--- src/ocl_axil_pkg.sv ---
// AXI-Lite channel types for the host register port, referenced by scoped name
package ocl_axil_pkg;

  // ------------------------------
  // Per-channel beats
  // ------------------------------
  typedef struct packed {
    logic        awvalid;
    logic [31:0] awaddr;
  } axil_aw_t;

  typedef struct packed {
    logic        wvalid;
    logic [31:0] wdata;
    logic [3:0]  wstrb;
  } axil_w_t;

  typedef struct packed {
    logic       bvalid;
    logic [1:0] bresp;
  } axil_b_t;

  typedef struct packed {
    logic        arvalid;
    logic [31:0] araddr;
  } axil_ar_t;

  typedef struct packed {
    logic        rvalid;
    logic [31:0] rdata;
    logic [1:0]  rresp;
  } axil_r_t;

  // ------------------------------
  // Bundles by driving side
  // ------------------------------
  // Host side drives requests and response readies
  typedef struct packed {
    axil_aw_t aw;
    axil_w_t  w;
    axil_ar_t ar;
    logic     bready;
    logic     rready;
  } axil_mosi_t;

  // Slave side drives responses and request readies
  typedef struct packed {
    axil_b_t b;
    axil_r_t r;
    logic    awready;
    logic    wready;
    logic    arready;
  } axil_miso_t;

endpackage

--- src/ocl_cfg_pkg.sv ---
// Configuration bus types, slot map and register offsets shared by the slave and banks
package ocl_cfg_pkg;

  // ------------------------------
  // Bus types
  // ------------------------------
  // wr and rd are one-cycle pulses, addr and wdata held until ack
  typedef struct packed {
    logic [31:0] addr;
    logic [31:0] wdata;
    logic        wr;
    logic        rd;
  } cfg_req_t;

  // ack lasts one cycle, rdata valid with it
  typedef struct packed {
    logic        ack;
    logic [31:0] rdata;
  } cfg_rsp_t;

  // ------------------------------
  // Slot geometry
  // ------------------------------
  // 256 bytes per slot
  localparam int SLOT_LSB = 8;
  localparam int SLOT_W   = 4;

  // Returned for slots with no bank behind them
  localparam logic [31:0] UNMAPPED_RDATA = 32'hdead_beef;

  // ------------------------------
  // Register word offsets, addr[3:2]
  // ------------------------------
  localparam logic [1:0] REG_CTRL    = 2'd0;
  localparam logic [1:0] REG_PATTERN = 2'd1;
  localparam logic [1:0] REG_COUNT   = 2'd2;
  localparam logic [1:0] REG_ID      = 2'd3;

endpackage

--- src/axil_reg_slice.sv ---
// Full-throughput AXI-Lite register slice with a skid entry per channel, host side to slave side
module axil_reg_slice (
  input  logic                     clk,
  input  logic                     sync_rst_n,
  input  ocl_axil_pkg::axil_mosi_t s_mosi,
  output ocl_axil_pkg::axil_miso_t s_miso,
  output ocl_axil_pkg::axil_mosi_t m_mosi,
  input  ocl_axil_pkg::axil_miso_t m_miso
);

  // Channel slots, aw/w/ar forward and b/r backward
  localparam int CH_AW  = 0;
  localparam int CH_W   = 1;
  localparam int CH_AR  = 2;
  localparam int CH_B   = 3;
  localparam int CH_R   = 4;
  localparam int NUM_CH = 5;

  // Widest payload is wdata plus wstrb
  localparam int DW = 36;

  logic [NUM_CH-1:0] in_valid;
  logic [NUM_CH-1:0] in_ready;
  logic [NUM_CH-1:0] out_valid;
  logic [NUM_CH-1:0] out_ready;
  logic [DW-1:0]     in_data [NUM_CH];
  logic [DW-1:0]     out_data [NUM_CH];

  // ------------------------------
  // Channel pack
  // ------------------------------
  always_comb
  begin
    in_valid[CH_AW] = s_mosi.aw.awvalid;
    in_data[CH_AW]  = DW'(s_mosi.aw.awaddr);
    in_valid[CH_W]  = s_mosi.w.wvalid;
    in_data[CH_W]   = {s_mosi.w.wdata, s_mosi.w.wstrb};
    in_valid[CH_AR] = s_mosi.ar.arvalid;
    in_data[CH_AR]  = DW'(s_mosi.ar.araddr);
    in_valid[CH_B]  = m_miso.b.bvalid;
    in_data[CH_B]   = DW'(m_miso.b.bresp);
    in_valid[CH_R]  = m_miso.r.rvalid;
    in_data[CH_R]   = DW'({m_miso.r.rdata, m_miso.r.rresp});

    out_ready[CH_AW] = m_miso.awready;
    out_ready[CH_W]  = m_miso.wready;
    out_ready[CH_AR] = m_miso.arready;
    out_ready[CH_B]  = s_mosi.bready;
    out_ready[CH_R]  = s_mosi.rready;
  end

  // ------------------------------
  // Per-channel main + skid stage
  // ------------------------------
  for (genvar c = 0; c < NUM_CH; c++)
  begin : g_ch
    logic          main_valid;
    logic          skid_valid;
    logic [DW-1:0] main_data;
    logic [DW-1:0] skid_data;
    logic          drain;

    // Main stage free when empty or taken downstream
    assign drain = out_ready[c] || !main_valid;

    always_ff @(posedge clk)
    begin
      if (!sync_rst_n)
      begin
        main_valid <= 1'b0;
        skid_valid <= 1'b0;
      end
      else if (drain)
      begin
        main_valid <= skid_valid || in_valid[c];
        skid_valid <= 1'b0;
      end
      else if (in_valid[c] && !skid_valid)
      begin
        skid_valid <= 1'b1;
      end
    end

    always_ff @(posedge clk)
    begin
      if (drain)
        main_data <= skid_valid ? skid_data : in_data[c];
      if (!drain && in_valid[c] && !skid_valid)
        skid_data <= in_data[c];
    end

    // Ready only looks at local state
    assign in_ready[c]  = !skid_valid;
    assign out_valid[c] = main_valid;
    assign out_data[c]  = main_data;
  end

  // ------------------------------
  // Channel unpack
  // ------------------------------
  always_comb
  begin
    m_mosi.aw.awvalid = out_valid[CH_AW];
    m_mosi.aw.awaddr  = out_data[CH_AW][31:0];
    m_mosi.w.wvalid   = out_valid[CH_W];
    m_mosi.w.wdata    = out_data[CH_W][35:4];
    m_mosi.w.wstrb    = out_data[CH_W][3:0];
    m_mosi.ar.arvalid = out_valid[CH_AR];
    m_mosi.ar.araddr  = out_data[CH_AR][31:0];
    m_mosi.bready     = in_ready[CH_B];
    m_mosi.rready     = in_ready[CH_R];

    s_miso.awready  = in_ready[CH_AW];
    s_miso.wready   = in_ready[CH_W];
    s_miso.arready  = in_ready[CH_AR];
    s_miso.b.bvalid = out_valid[CH_B];
    s_miso.b.bresp  = out_data[CH_B][1:0];
    s_miso.r.rvalid = out_valid[CH_R];
    s_miso.r.rdata  = out_data[CH_R][33:2];
    s_miso.r.rresp  = out_data[CH_R][1:0];
  end

endmodule

--- src/ocl_cfg_slv.sv ---
// AXI-Lite slave that serves one access at a time and turns it into config bus pulses per slot
module ocl_cfg_slv #(
  parameter int NUM_SLOTS = 16
) (
  input  logic                     clk,
  input  logic                     sync_rst_n,
  input  logic                     flr_assert,
  input  ocl_axil_pkg::axil_mosi_t host_mosi,
  output ocl_axil_pkg::axil_miso_t host_miso,
  output ocl_cfg_pkg::cfg_req_t    cfg_req [NUM_SLOTS],
  input  ocl_cfg_pkg::cfg_rsp_t    cfg_rsp [NUM_SLOTS]
);

  // Slot select covers all upper address bits
  localparam int SEL_W = 32 - ocl_cfg_pkg::SLOT_LSB;

  typedef enum logic [1:0] {
    SLV_IDLE,
    SLV_WR_ADDR,
    SLV_CYC,
    SLV_RESP
  } slv_state_t;

  slv_state_t slv_state;
  slv_state_t slv_state_nxt;

  logic                           cyc_wr;
  logic [31:0]                    req_addr;
  logic [SEL_W-1:0]               slot_sel;
  logic [ocl_cfg_pkg::SLOT_W-1:0] slot_idx;
  logic                           slot_hit;
  logic                           req_valid;
  logic                           rsp_ready;
  logic                           issue;
  logic                           did_req;
  logic                           cyc_done;
  logic [31:0]                    rdata_q;
  logic                           awready_q;
  logic                           wready_q;
  logic                           arready_q;
  logic [31:0]                    slot_addr [NUM_SLOTS];
  logic [31:0]                    slot_wdata [NUM_SLOTS];
  logic [NUM_SLOTS-1:0]           slot_wr;
  logic [NUM_SLOTS-1:0]           slot_rd;

  // ------------------------------
  // Arbitration and decode
  // ------------------------------
  // Write wins when both are waiting in idle
  always_ff @(posedge clk)
  begin
    if (slv_state == SLV_IDLE)
    begin
      if (host_mosi.aw.awvalid)
        req_addr <= host_mosi.aw.awaddr;
      else if (host_mosi.ar.arvalid)
        req_addr <= host_mosi.ar.araddr;
    end
  end

  always_ff @(posedge clk)
  begin
    if (!sync_rst_n)
      cyc_wr <= 1'b0;
    else if (slv_state == SLV_IDLE)
      cyc_wr <= host_mosi.aw.awvalid;
  end

  assign slot_sel  = req_addr[31:ocl_cfg_pkg::SLOT_LSB];
  assign slot_idx  = slot_sel[ocl_cfg_pkg::SLOT_W-1:0];
  assign slot_hit  = slot_sel < SEL_W'(NUM_SLOTS);
  assign req_valid = cyc_wr ? host_mosi.w.wvalid : 1'b1;
  assign rsp_ready = cyc_wr ? host_mosi.bready : host_mosi.rready;

  // ------------------------------
  // FSM
  // ------------------------------
  always_comb
  begin
    slv_state_nxt = slv_state;
    if (flr_assert)
      slv_state_nxt = SLV_IDLE;
    else
    begin
      case (slv_state)
        SLV_IDLE:
        begin
          if (host_mosi.aw.awvalid)
            slv_state_nxt = SLV_WR_ADDR;
          else if (host_mosi.ar.arvalid)
            slv_state_nxt = SLV_CYC;
        end
        SLV_WR_ADDR:
          slv_state_nxt = SLV_CYC;
        SLV_CYC:
        begin
          if (cyc_done)
            slv_state_nxt = SLV_RESP;
        end
        SLV_RESP:
        begin
          if (rsp_ready)
            slv_state_nxt = SLV_IDLE;
        end
        default:
          slv_state_nxt = SLV_IDLE;
      endcase
    end
  end

  always_ff @(posedge clk)
  begin
    if (!sync_rst_n)
      slv_state <= SLV_IDLE;
    else
      slv_state <= slv_state_nxt;
  end

  // ------------------------------
  // Request pulses
  // ------------------------------
  // One pulse per transaction, did_req blocks a repeat
  assign issue = (slv_state == SLV_CYC) && req_valid && !did_req;

  always_ff @(posedge clk)
  begin
    if (!sync_rst_n)
      did_req <= 1'b0;
    else if (slv_state == SLV_IDLE)
      did_req <= 1'b0;
    else if (issue)
      did_req <= 1'b1;
  end

  always_ff @(posedge clk)
  begin
    if (!sync_rst_n)
    begin
      slot_wr <= '0;
      slot_rd <= '0;
    end
    else
    begin
      for (int i = 0; i < NUM_SLOTS; i++)
      begin
        slot_wr[i] <= issue && cyc_wr && (slot_sel == SEL_W'(i));
        slot_rd[i] <= issue && !cyc_wr && (slot_sel == SEL_W'(i));
      end
    end
  end

  // Copy per slot to keep fanout local
  always_ff @(posedge clk)
  begin
    for (int i = 0; i < NUM_SLOTS; i++)
    begin
      slot_addr[i]  <= req_addr;
      slot_wdata[i] <= host_mosi.w.wdata;
    end
  end

  always_comb
  begin
    for (int i = 0; i < NUM_SLOTS; i++)
    begin
      cfg_req[i].addr  = slot_addr[i];
      cfg_req[i].wdata = slot_wdata[i];
      cfg_req[i].wr    = slot_wr[i];
      cfg_req[i].rd    = slot_rd[i];
    end
  end

  // ------------------------------
  // Completion and response
  // ------------------------------
  // Out-of-range slots finish right after the request slot
  assign cyc_done = did_req && (!slot_hit || cfg_rsp[slot_idx].ack);

  always_ff @(posedge clk)
  begin
    if ((slv_state == SLV_CYC) && cyc_done)
      rdata_q <= slot_hit ? cfg_rsp[slot_idx].rdata : ocl_cfg_pkg::UNMAPPED_RDATA;
  end

  always_ff @(posedge clk)
  begin
    if (!sync_rst_n)
    begin
      awready_q <= 1'b0;
      wready_q  <= 1'b0;
      arready_q <= 1'b0;
    end
    else
    begin
      awready_q <= slv_state_nxt == SLV_WR_ADDR;
      wready_q  <= (slv_state == SLV_CYC) && (slv_state_nxt == SLV_RESP) && cyc_wr;
      arready_q <= (slv_state == SLV_CYC) && (slv_state_nxt == SLV_RESP) && !cyc_wr;
    end
  end

  always_comb
  begin
    host_miso.awready  = awready_q;
    host_miso.wready   = wready_q;
    host_miso.arready  = arready_q;
    host_miso.b.bvalid = (slv_state == SLV_RESP) && cyc_wr;
    host_miso.b.bresp  = 2'b00;
    host_miso.r.rvalid = (slv_state == SLV_RESP) && !cyc_wr;
    host_miso.r.rdata  = rdata_q;
    host_miso.r.rresp  = 2'b00;
  end

endmodule

--- src/tst_cfg_regs.sv ---
// Register bank of one test block on a config bus slot, with a programmable ack delay
module tst_cfg_regs #(
  parameter int          ACK_DELAY = 0,
  parameter logic [31:0] BLOCK_ID  = 32'h0
) (
  input  logic                  clk,
  input  logic                  sync_rst_n,
  input  ocl_cfg_pkg::cfg_req_t cfg_req,
  output ocl_cfg_pkg::cfg_rsp_t cfg_rsp
);

  localparam int CNT_W = (ACK_DELAY > 0) ? $clog2(ACK_DELAY + 1) : 1;

  logic [31:0]      ctrl_q;
  logic [31:0]      pattern_q;
  logic [31:0]      count_q;
  logic [CNT_W-1:0] delay_q;
  logic [1:0]       reg_off;
  logic             pulse;

  assign reg_off = cfg_req.addr[3:2];
  assign pulse   = cfg_req.wr || cfg_req.rd;

  // ------------------------------
  // Registers
  // ------------------------------
  // COUNT bumps on every write, any offset
  always_ff @(posedge clk)
  begin
    if (!sync_rst_n)
    begin
      ctrl_q    <= '0;
      pattern_q <= '0;
      count_q   <= '0;
    end
    else if (cfg_req.wr)
    begin
      count_q <= count_q + 32'd1;
      if (reg_off == ocl_cfg_pkg::REG_CTRL)
        ctrl_q <= cfg_req.wdata;
      if (reg_off == ocl_cfg_pkg::REG_PATTERN)
        pattern_q <= cfg_req.wdata;
    end
  end

  // ------------------------------
  // Ack delay
  // ------------------------------
  always_ff @(posedge clk)
  begin
    if (!sync_rst_n)
      delay_q <= '0;
    else if (pulse)
      delay_q <= CNT_W'(ACK_DELAY);
    else if (delay_q != '0)
      delay_q <= delay_q - 1'b1;
  end

  always_comb
  begin
    case (reg_off)
      ocl_cfg_pkg::REG_CTRL:    cfg_rsp.rdata = ctrl_q;
      ocl_cfg_pkg::REG_PATTERN: cfg_rsp.rdata = pattern_q;
      ocl_cfg_pkg::REG_COUNT:   cfg_rsp.rdata = count_q;
      ocl_cfg_pkg::REG_ID:      cfg_rsp.rdata = BLOCK_ID;
    endcase
    // Zero delay acks in the pulse cycle
    cfg_rsp.ack = (ACK_DELAY == 0) ? pulse : (delay_q == CNT_W'(1));
  end

endmodule

--- src/cl_ocl_top.sv ---
// Top of the register access path: host AXI-Lite in, slice, slot decoder and three register banks
module cl_ocl_top (
  input  logic                     clk,
  input  logic                     sync_rst_n,
  input  logic                     flr_assert,
  input  ocl_axil_pkg::axil_mosi_t ocl_mosi,
  output ocl_axil_pkg::axil_miso_t ocl_miso
);

  localparam int NUM_SLOTS = 16;
  localparam int NUM_BANKS = 3;

  // Per-bank ack delay and identity, slots 0 to 2
  localparam int          BANK_ACK_DELAY [NUM_BANKS] = '{0, 3, 7};
  localparam logic [31:0] BANK_ID [NUM_BANKS] = '{32'h0000_a000, 32'h0000_b001, 32'h0000_c002};

  ocl_axil_pkg::axil_mosi_t ocl_mosi_q;
  ocl_axil_pkg::axil_miso_t ocl_miso_q;
  ocl_cfg_pkg::cfg_req_t    cfg_req [NUM_SLOTS];
  ocl_cfg_pkg::cfg_rsp_t    cfg_rsp [NUM_SLOTS];

  axil_reg_slice u_ocl_slice (
    .clk        (clk),
    .sync_rst_n (sync_rst_n),
    .s_mosi     (ocl_mosi),
    .s_miso     (ocl_miso),
    .m_mosi     (ocl_mosi_q),
    .m_miso     (ocl_miso_q)
  );

  ocl_cfg_slv #(
    .NUM_SLOTS (NUM_SLOTS)
  ) u_ocl_slv (
    .clk        (clk),
    .sync_rst_n (sync_rst_n),
    .flr_assert (flr_assert),
    .host_mosi  (ocl_mosi_q),
    .host_miso  (ocl_miso_q),
    .cfg_req    (cfg_req),
    .cfg_rsp    (cfg_rsp)
  );

  // ------------------------------
  // Slot population
  // ------------------------------
  for (genvar s = 0; s < NUM_SLOTS; s++)
  begin : g_slot
    if (s < NUM_BANKS)
    begin : g_bank
      tst_cfg_regs #(
        .ACK_DELAY (BANK_ACK_DELAY[s]),
        .BLOCK_ID  (BANK_ID[s])
      ) u_regs (
        .clk        (clk),
        .sync_rst_n (sync_rst_n),
        .cfg_req    (cfg_req[s]),
        .cfg_rsp    (cfg_rsp[s])
      );
    end
    else
    begin : g_unmapped
      // Empty slot acks at once
      assign cfg_rsp[s] = '{ack: 1'b1, rdata: ocl_cfg_pkg::UNMAPPED_RDATA};
    end
  end

endmodule

--- config.mk ---
export PLATFORM = sky130hd
export DESIGN_NAME = cl_ocl_top
export DESIGN_NICKNAME = d
export VERILOG_FILES = /design/src/ocl_axil_pkg.sv /design/src/ocl_cfg_pkg.sv /design/src/axil_reg_slice.sv /design/src/ocl_cfg_slv.sv /design/src/tst_cfg_regs.sv /design/src/cl_ocl_top.sv
export SDC_FILE = /design/constraint.sdc
export NUM_CORES = 1
export LEC_CHECK = 0
export ABC_CLOCK_PERIOD_IN_PS = 5700
export BUFFER_PORTS_ARGS = -buffer_cell sky130_fd_sc_hd__buf_2
export CORE_ASPECT_RATIO = 0.9
export CORE_MARGIN = 2
export CORE_UTILIZATION = 50
export CTS_CLUSTER_DIAMETER = 100
export CTS_CLUSTER_SIZE = 10
export DETAILED_ROUTE_END_ITERATION = 6
export GPL_ROUTABILITY_DRIVEN = 0
export PLACE_DENSITY = 0.74
export SLEW_MARGIN = 40
export SYNTH_ARGS = -nofsm -noshare
export SYNTH_HDL_FRONTEND = slang
export SYNTH_SLANG_ARGS = --single-unit
--- constraint.sdc ---
create_clock -name clk -period 5.7 [get_ports clk]
set_input_delay 0.57 -clock clk [delete_from_list [all_inputs] [get_ports clk]]
set_output_delay 0.57 -clock clk [all_outputs]
set_load 0.1 [all_outputs]
==> metrics <==
detailed-route DRC error count=0; crit-path max FO=49; worst hold path stage count=1; mean routed wirelength per cell=19.8 um; worst path required time=approximately 6000 ps; initial antenna violation count=0; flop-to-flop setup slack=2740 ps; most common library cells after synthesis=nand2_1, dfxtp_1, a21oi_1; WS Path Type=register to register; row count=79; Cell Area, Placed=~27000 sq um; Core Util, Final=56.5%; worst r2r dst=u_ocl_slv.rdata_q[13]; outcome=finished, final reports clean; number of buffers added for setup after CTS=0; min-delay worst type=input pin to register; VDD IR max=0.000225 V; count leader, synth=nand2_1; Post-Synth Adder-Cell Area=0.386%; asr flop ratio synth=0%; Leak Pwr=about 0.0095 uW; count of final hold-check violations=0; XOR/XNOR share of the synthesized area=1.15%; clock root cell=clkbuf_16; Tightest Pin Transition=830 ps; Syn Std Cell Area=25900 sq um; ant diodes=0; Seq cells post-synth=640; TNS Setup=0 ps; Synth Area in Simple Gates=13.0%; Top FF cell, synth=dfxtp_1; combinational family with the most area after synthesis=simple AND/OR/NAND/NOR gates; via/cell ratio=5.88; Setup-failing EPs final=0; r2r startpoint=u_ocl_slv.slot_addr[3][99]; starting density of the core=between 50% and 60%; hpwl dp=40400 um; clk slew on worst S/H paths=50 ps; arrival time of the worst setup path=3220 ps; WL final=62200 um; Hold Path End=u_ocl_slice.g_ch[1].skid_data[33]; fin crit period=2960 ps; YS warnings=0; io pins=149; Die X=between 200 and 250 um; Yosys top cell by area=edfxtp_1; Worst R2R Path Depth=4; gr ovfl total=0; area of the core=~50000 sq um; ranking of synthesized cells by area=edfxtp_1, dfxtp_1, mux2_2, nand2_1, a21oi_1; H-tree Lvls=3; die area=~54000 sq um; TritonRoute pass-1 iters=5; ratio of cells with drive above 1 in the final layout=a little under a fifth; cts repair resizes=0; hold_buf cts=0; count of pins over their slew limit=0; cell area after layout=29100 sq um; die height=220 um; Gate Count Post-Synth=2358; clock sinks=640; final net count=2540; GRT Util Overall=22.9%; largest net degree at the start of global routing=178; IO Port Bufs=~130; Synth Area per Inst=about 11 sq um; total power per unit cell area=338 nW/um^2; vias in the first global route=about 18000; Post-synth EDFFs=290; post-synthesis sequential area ratio=between 60% and 70%; mux share of post-synthesis cell area=a little over a tenth; TritonCTS Buffers=73; DP Worst Slack=between 2000 and 3000 ps; clk_skew=18.0 ps; CTS tree=yes; Tcrit/Tclk final=between 50% and 60%; Slew HR=~44%; Yosys top cell area share=33.6%; CP Capture Type=register; max cap viols=0; first-pass GRT wire length=slightly below 100000 um; Synth Area in Compound Gates=~11%; Final ANT Viol Nets=0; Yosys cell types=58; Final WS setup=2740 ps; Worst setup SP type=register; Max Clock Freq=~0.34 GHz; hold path start=ocl_mosi[68]; Area growth, synth to finish=12.2%; RSZ-0062 raised after global routing=no; Clk Latency, worst-skew pair=600 ps; CTS Buffer Depth=3; initial drt markers=around 2100; Vias=18500
[cells in the final DEF (no fill, tap or decap), types with 12 or more instances in the layout]
cell type,count
a21oi_1,299
buf_4,35
o31ai_1,40
and3_1,12
nor4_1,20
nand2b_1,12
dfxtp_1,348
xor2_1,15
inv_1,29
clkbuf_16,75
nor3_1,14
nand2_1,431
or3_1,18
mux2_2,191
o221ai_1,15
a221oi_1,16
nand3_1,26
or4_1,47
buf_2,128
o21ai_0,55
clkbuf_1,34
mux2i_1,55
a311o_1,18
edfxtp_1,290
xnor2_1,19
nor2_1,70
a22oi_1,25
nand4_1,28
[where the power goes]
group	switching, uW	leakage, uW	internal, uW
Clock	1730	0.000978	2400
Sequential	114	0.00547	4970
Combinational	391	0.00302	223
Total	2230	0.00947	7590
[how the worst max path moves through the flow]
stage          slack (ps)                       start  cells after the start                                end
5_1_grt              2630  u_ocl_slv.slot_addr[3][99]                      4              u_ocl_slv.rdata_q[13]
4_1_cts              2860  u_ocl_slv.slot_addr[3][98]                      4              u_ocl_slv.rdata_q[12]
2_1_floorplan         570                 ocl_mosi[0]                      2  u_ocl_slice.g_ch[4].skid_data[10]
3_5_place_dp         2850  u_ocl_slv.slot_addr[3][99]                      4              u_ocl_slv.rdata_q[13]
3_3_place_gp         2830  u_ocl_slv.slot_addr[3][99]                      4              u_ocl_slv.rdata_q[13]
6_report             2740  u_ocl_slv.slot_addr[3][99]                      4              u_ocl_slv.rdata_q[13]
[through the flow]
step | hold WS [ps] | std cells | total power, uW
floorplan | 323 | 2361 | 5570
global placement | 328 | 3036 | 5750
detailed placement | 327 | 3036 | 5780
CTS | 140 | 3148 | 9880
global route | 152 | 3149 | 10200
finish | 168 | 3149 | 9830
[sequential cells by signal, summed over array words and instances, names as in the netlist, 5 cells and up]
register / cells
u_ocl_slice.g_ch.main_data: 116
u_ocl_slice.g_ch.skid_data: 116
g_slot.g_bank.u_regs.count_q: 96
g_slot.g_bank.u_regs.ctrl_q: 96
g_slot.g_bank.u_regs.pattern_q: 96
u_ocl_slv.rdata_q: 32
u_ocl_slv.slot_wdata: 32
u_ocl_slv.req_addr: 26
g_slot.g_bank.u_regs.delay_q: 5
u_ocl_slice.g_ch.main_valid: 5
u_ocl_slice.g_ch.skid_valid: 5
[worst max-delay path: stages (launching register included)]
cell	delay [ps]
dfxtp_2	770
buf_4	640
nand2b_1	550
o221ai_1	430
nand4_1	210
[metal layers]
metal	up-vias	track usage [%]	share of wire [%]
li1	8637	-	-
met2	809	35.1	45
met4	0	7.17	2.0
met3	120	4.38	9.5
met5	-	0	0
met1	8939	32.8	44
[area by class of cell]
| type | instances | area, sq um |
|---|---|---|
| flip-flops and latches | 640 | 15700 |
| repair buffers | 163 | 903 |
| well taps | 688 | 861 |
| clock buffers | 109 | 2000 |
| inverters | 32 | 133 |
| fillers | 4174 | 22400 |
| multi-input cells | 1514 | 9460 |
| clock inverters | 3 | 26.3 |
[cell families after synthesis]
| family | count (synthesis) |
|---|---|
| AOI/OAI and AO/OA | 493 |
| xor gates and xnor gates | 34 |
| muxes | 246 |
| buffers and inverters | 207 |
| other | 1 |
| and+or+nand+nor | 729 |
| DFF | 640 |
| adders and majority gates | 8 |
No activity file was read; power rests on OpenSTA's default activity.
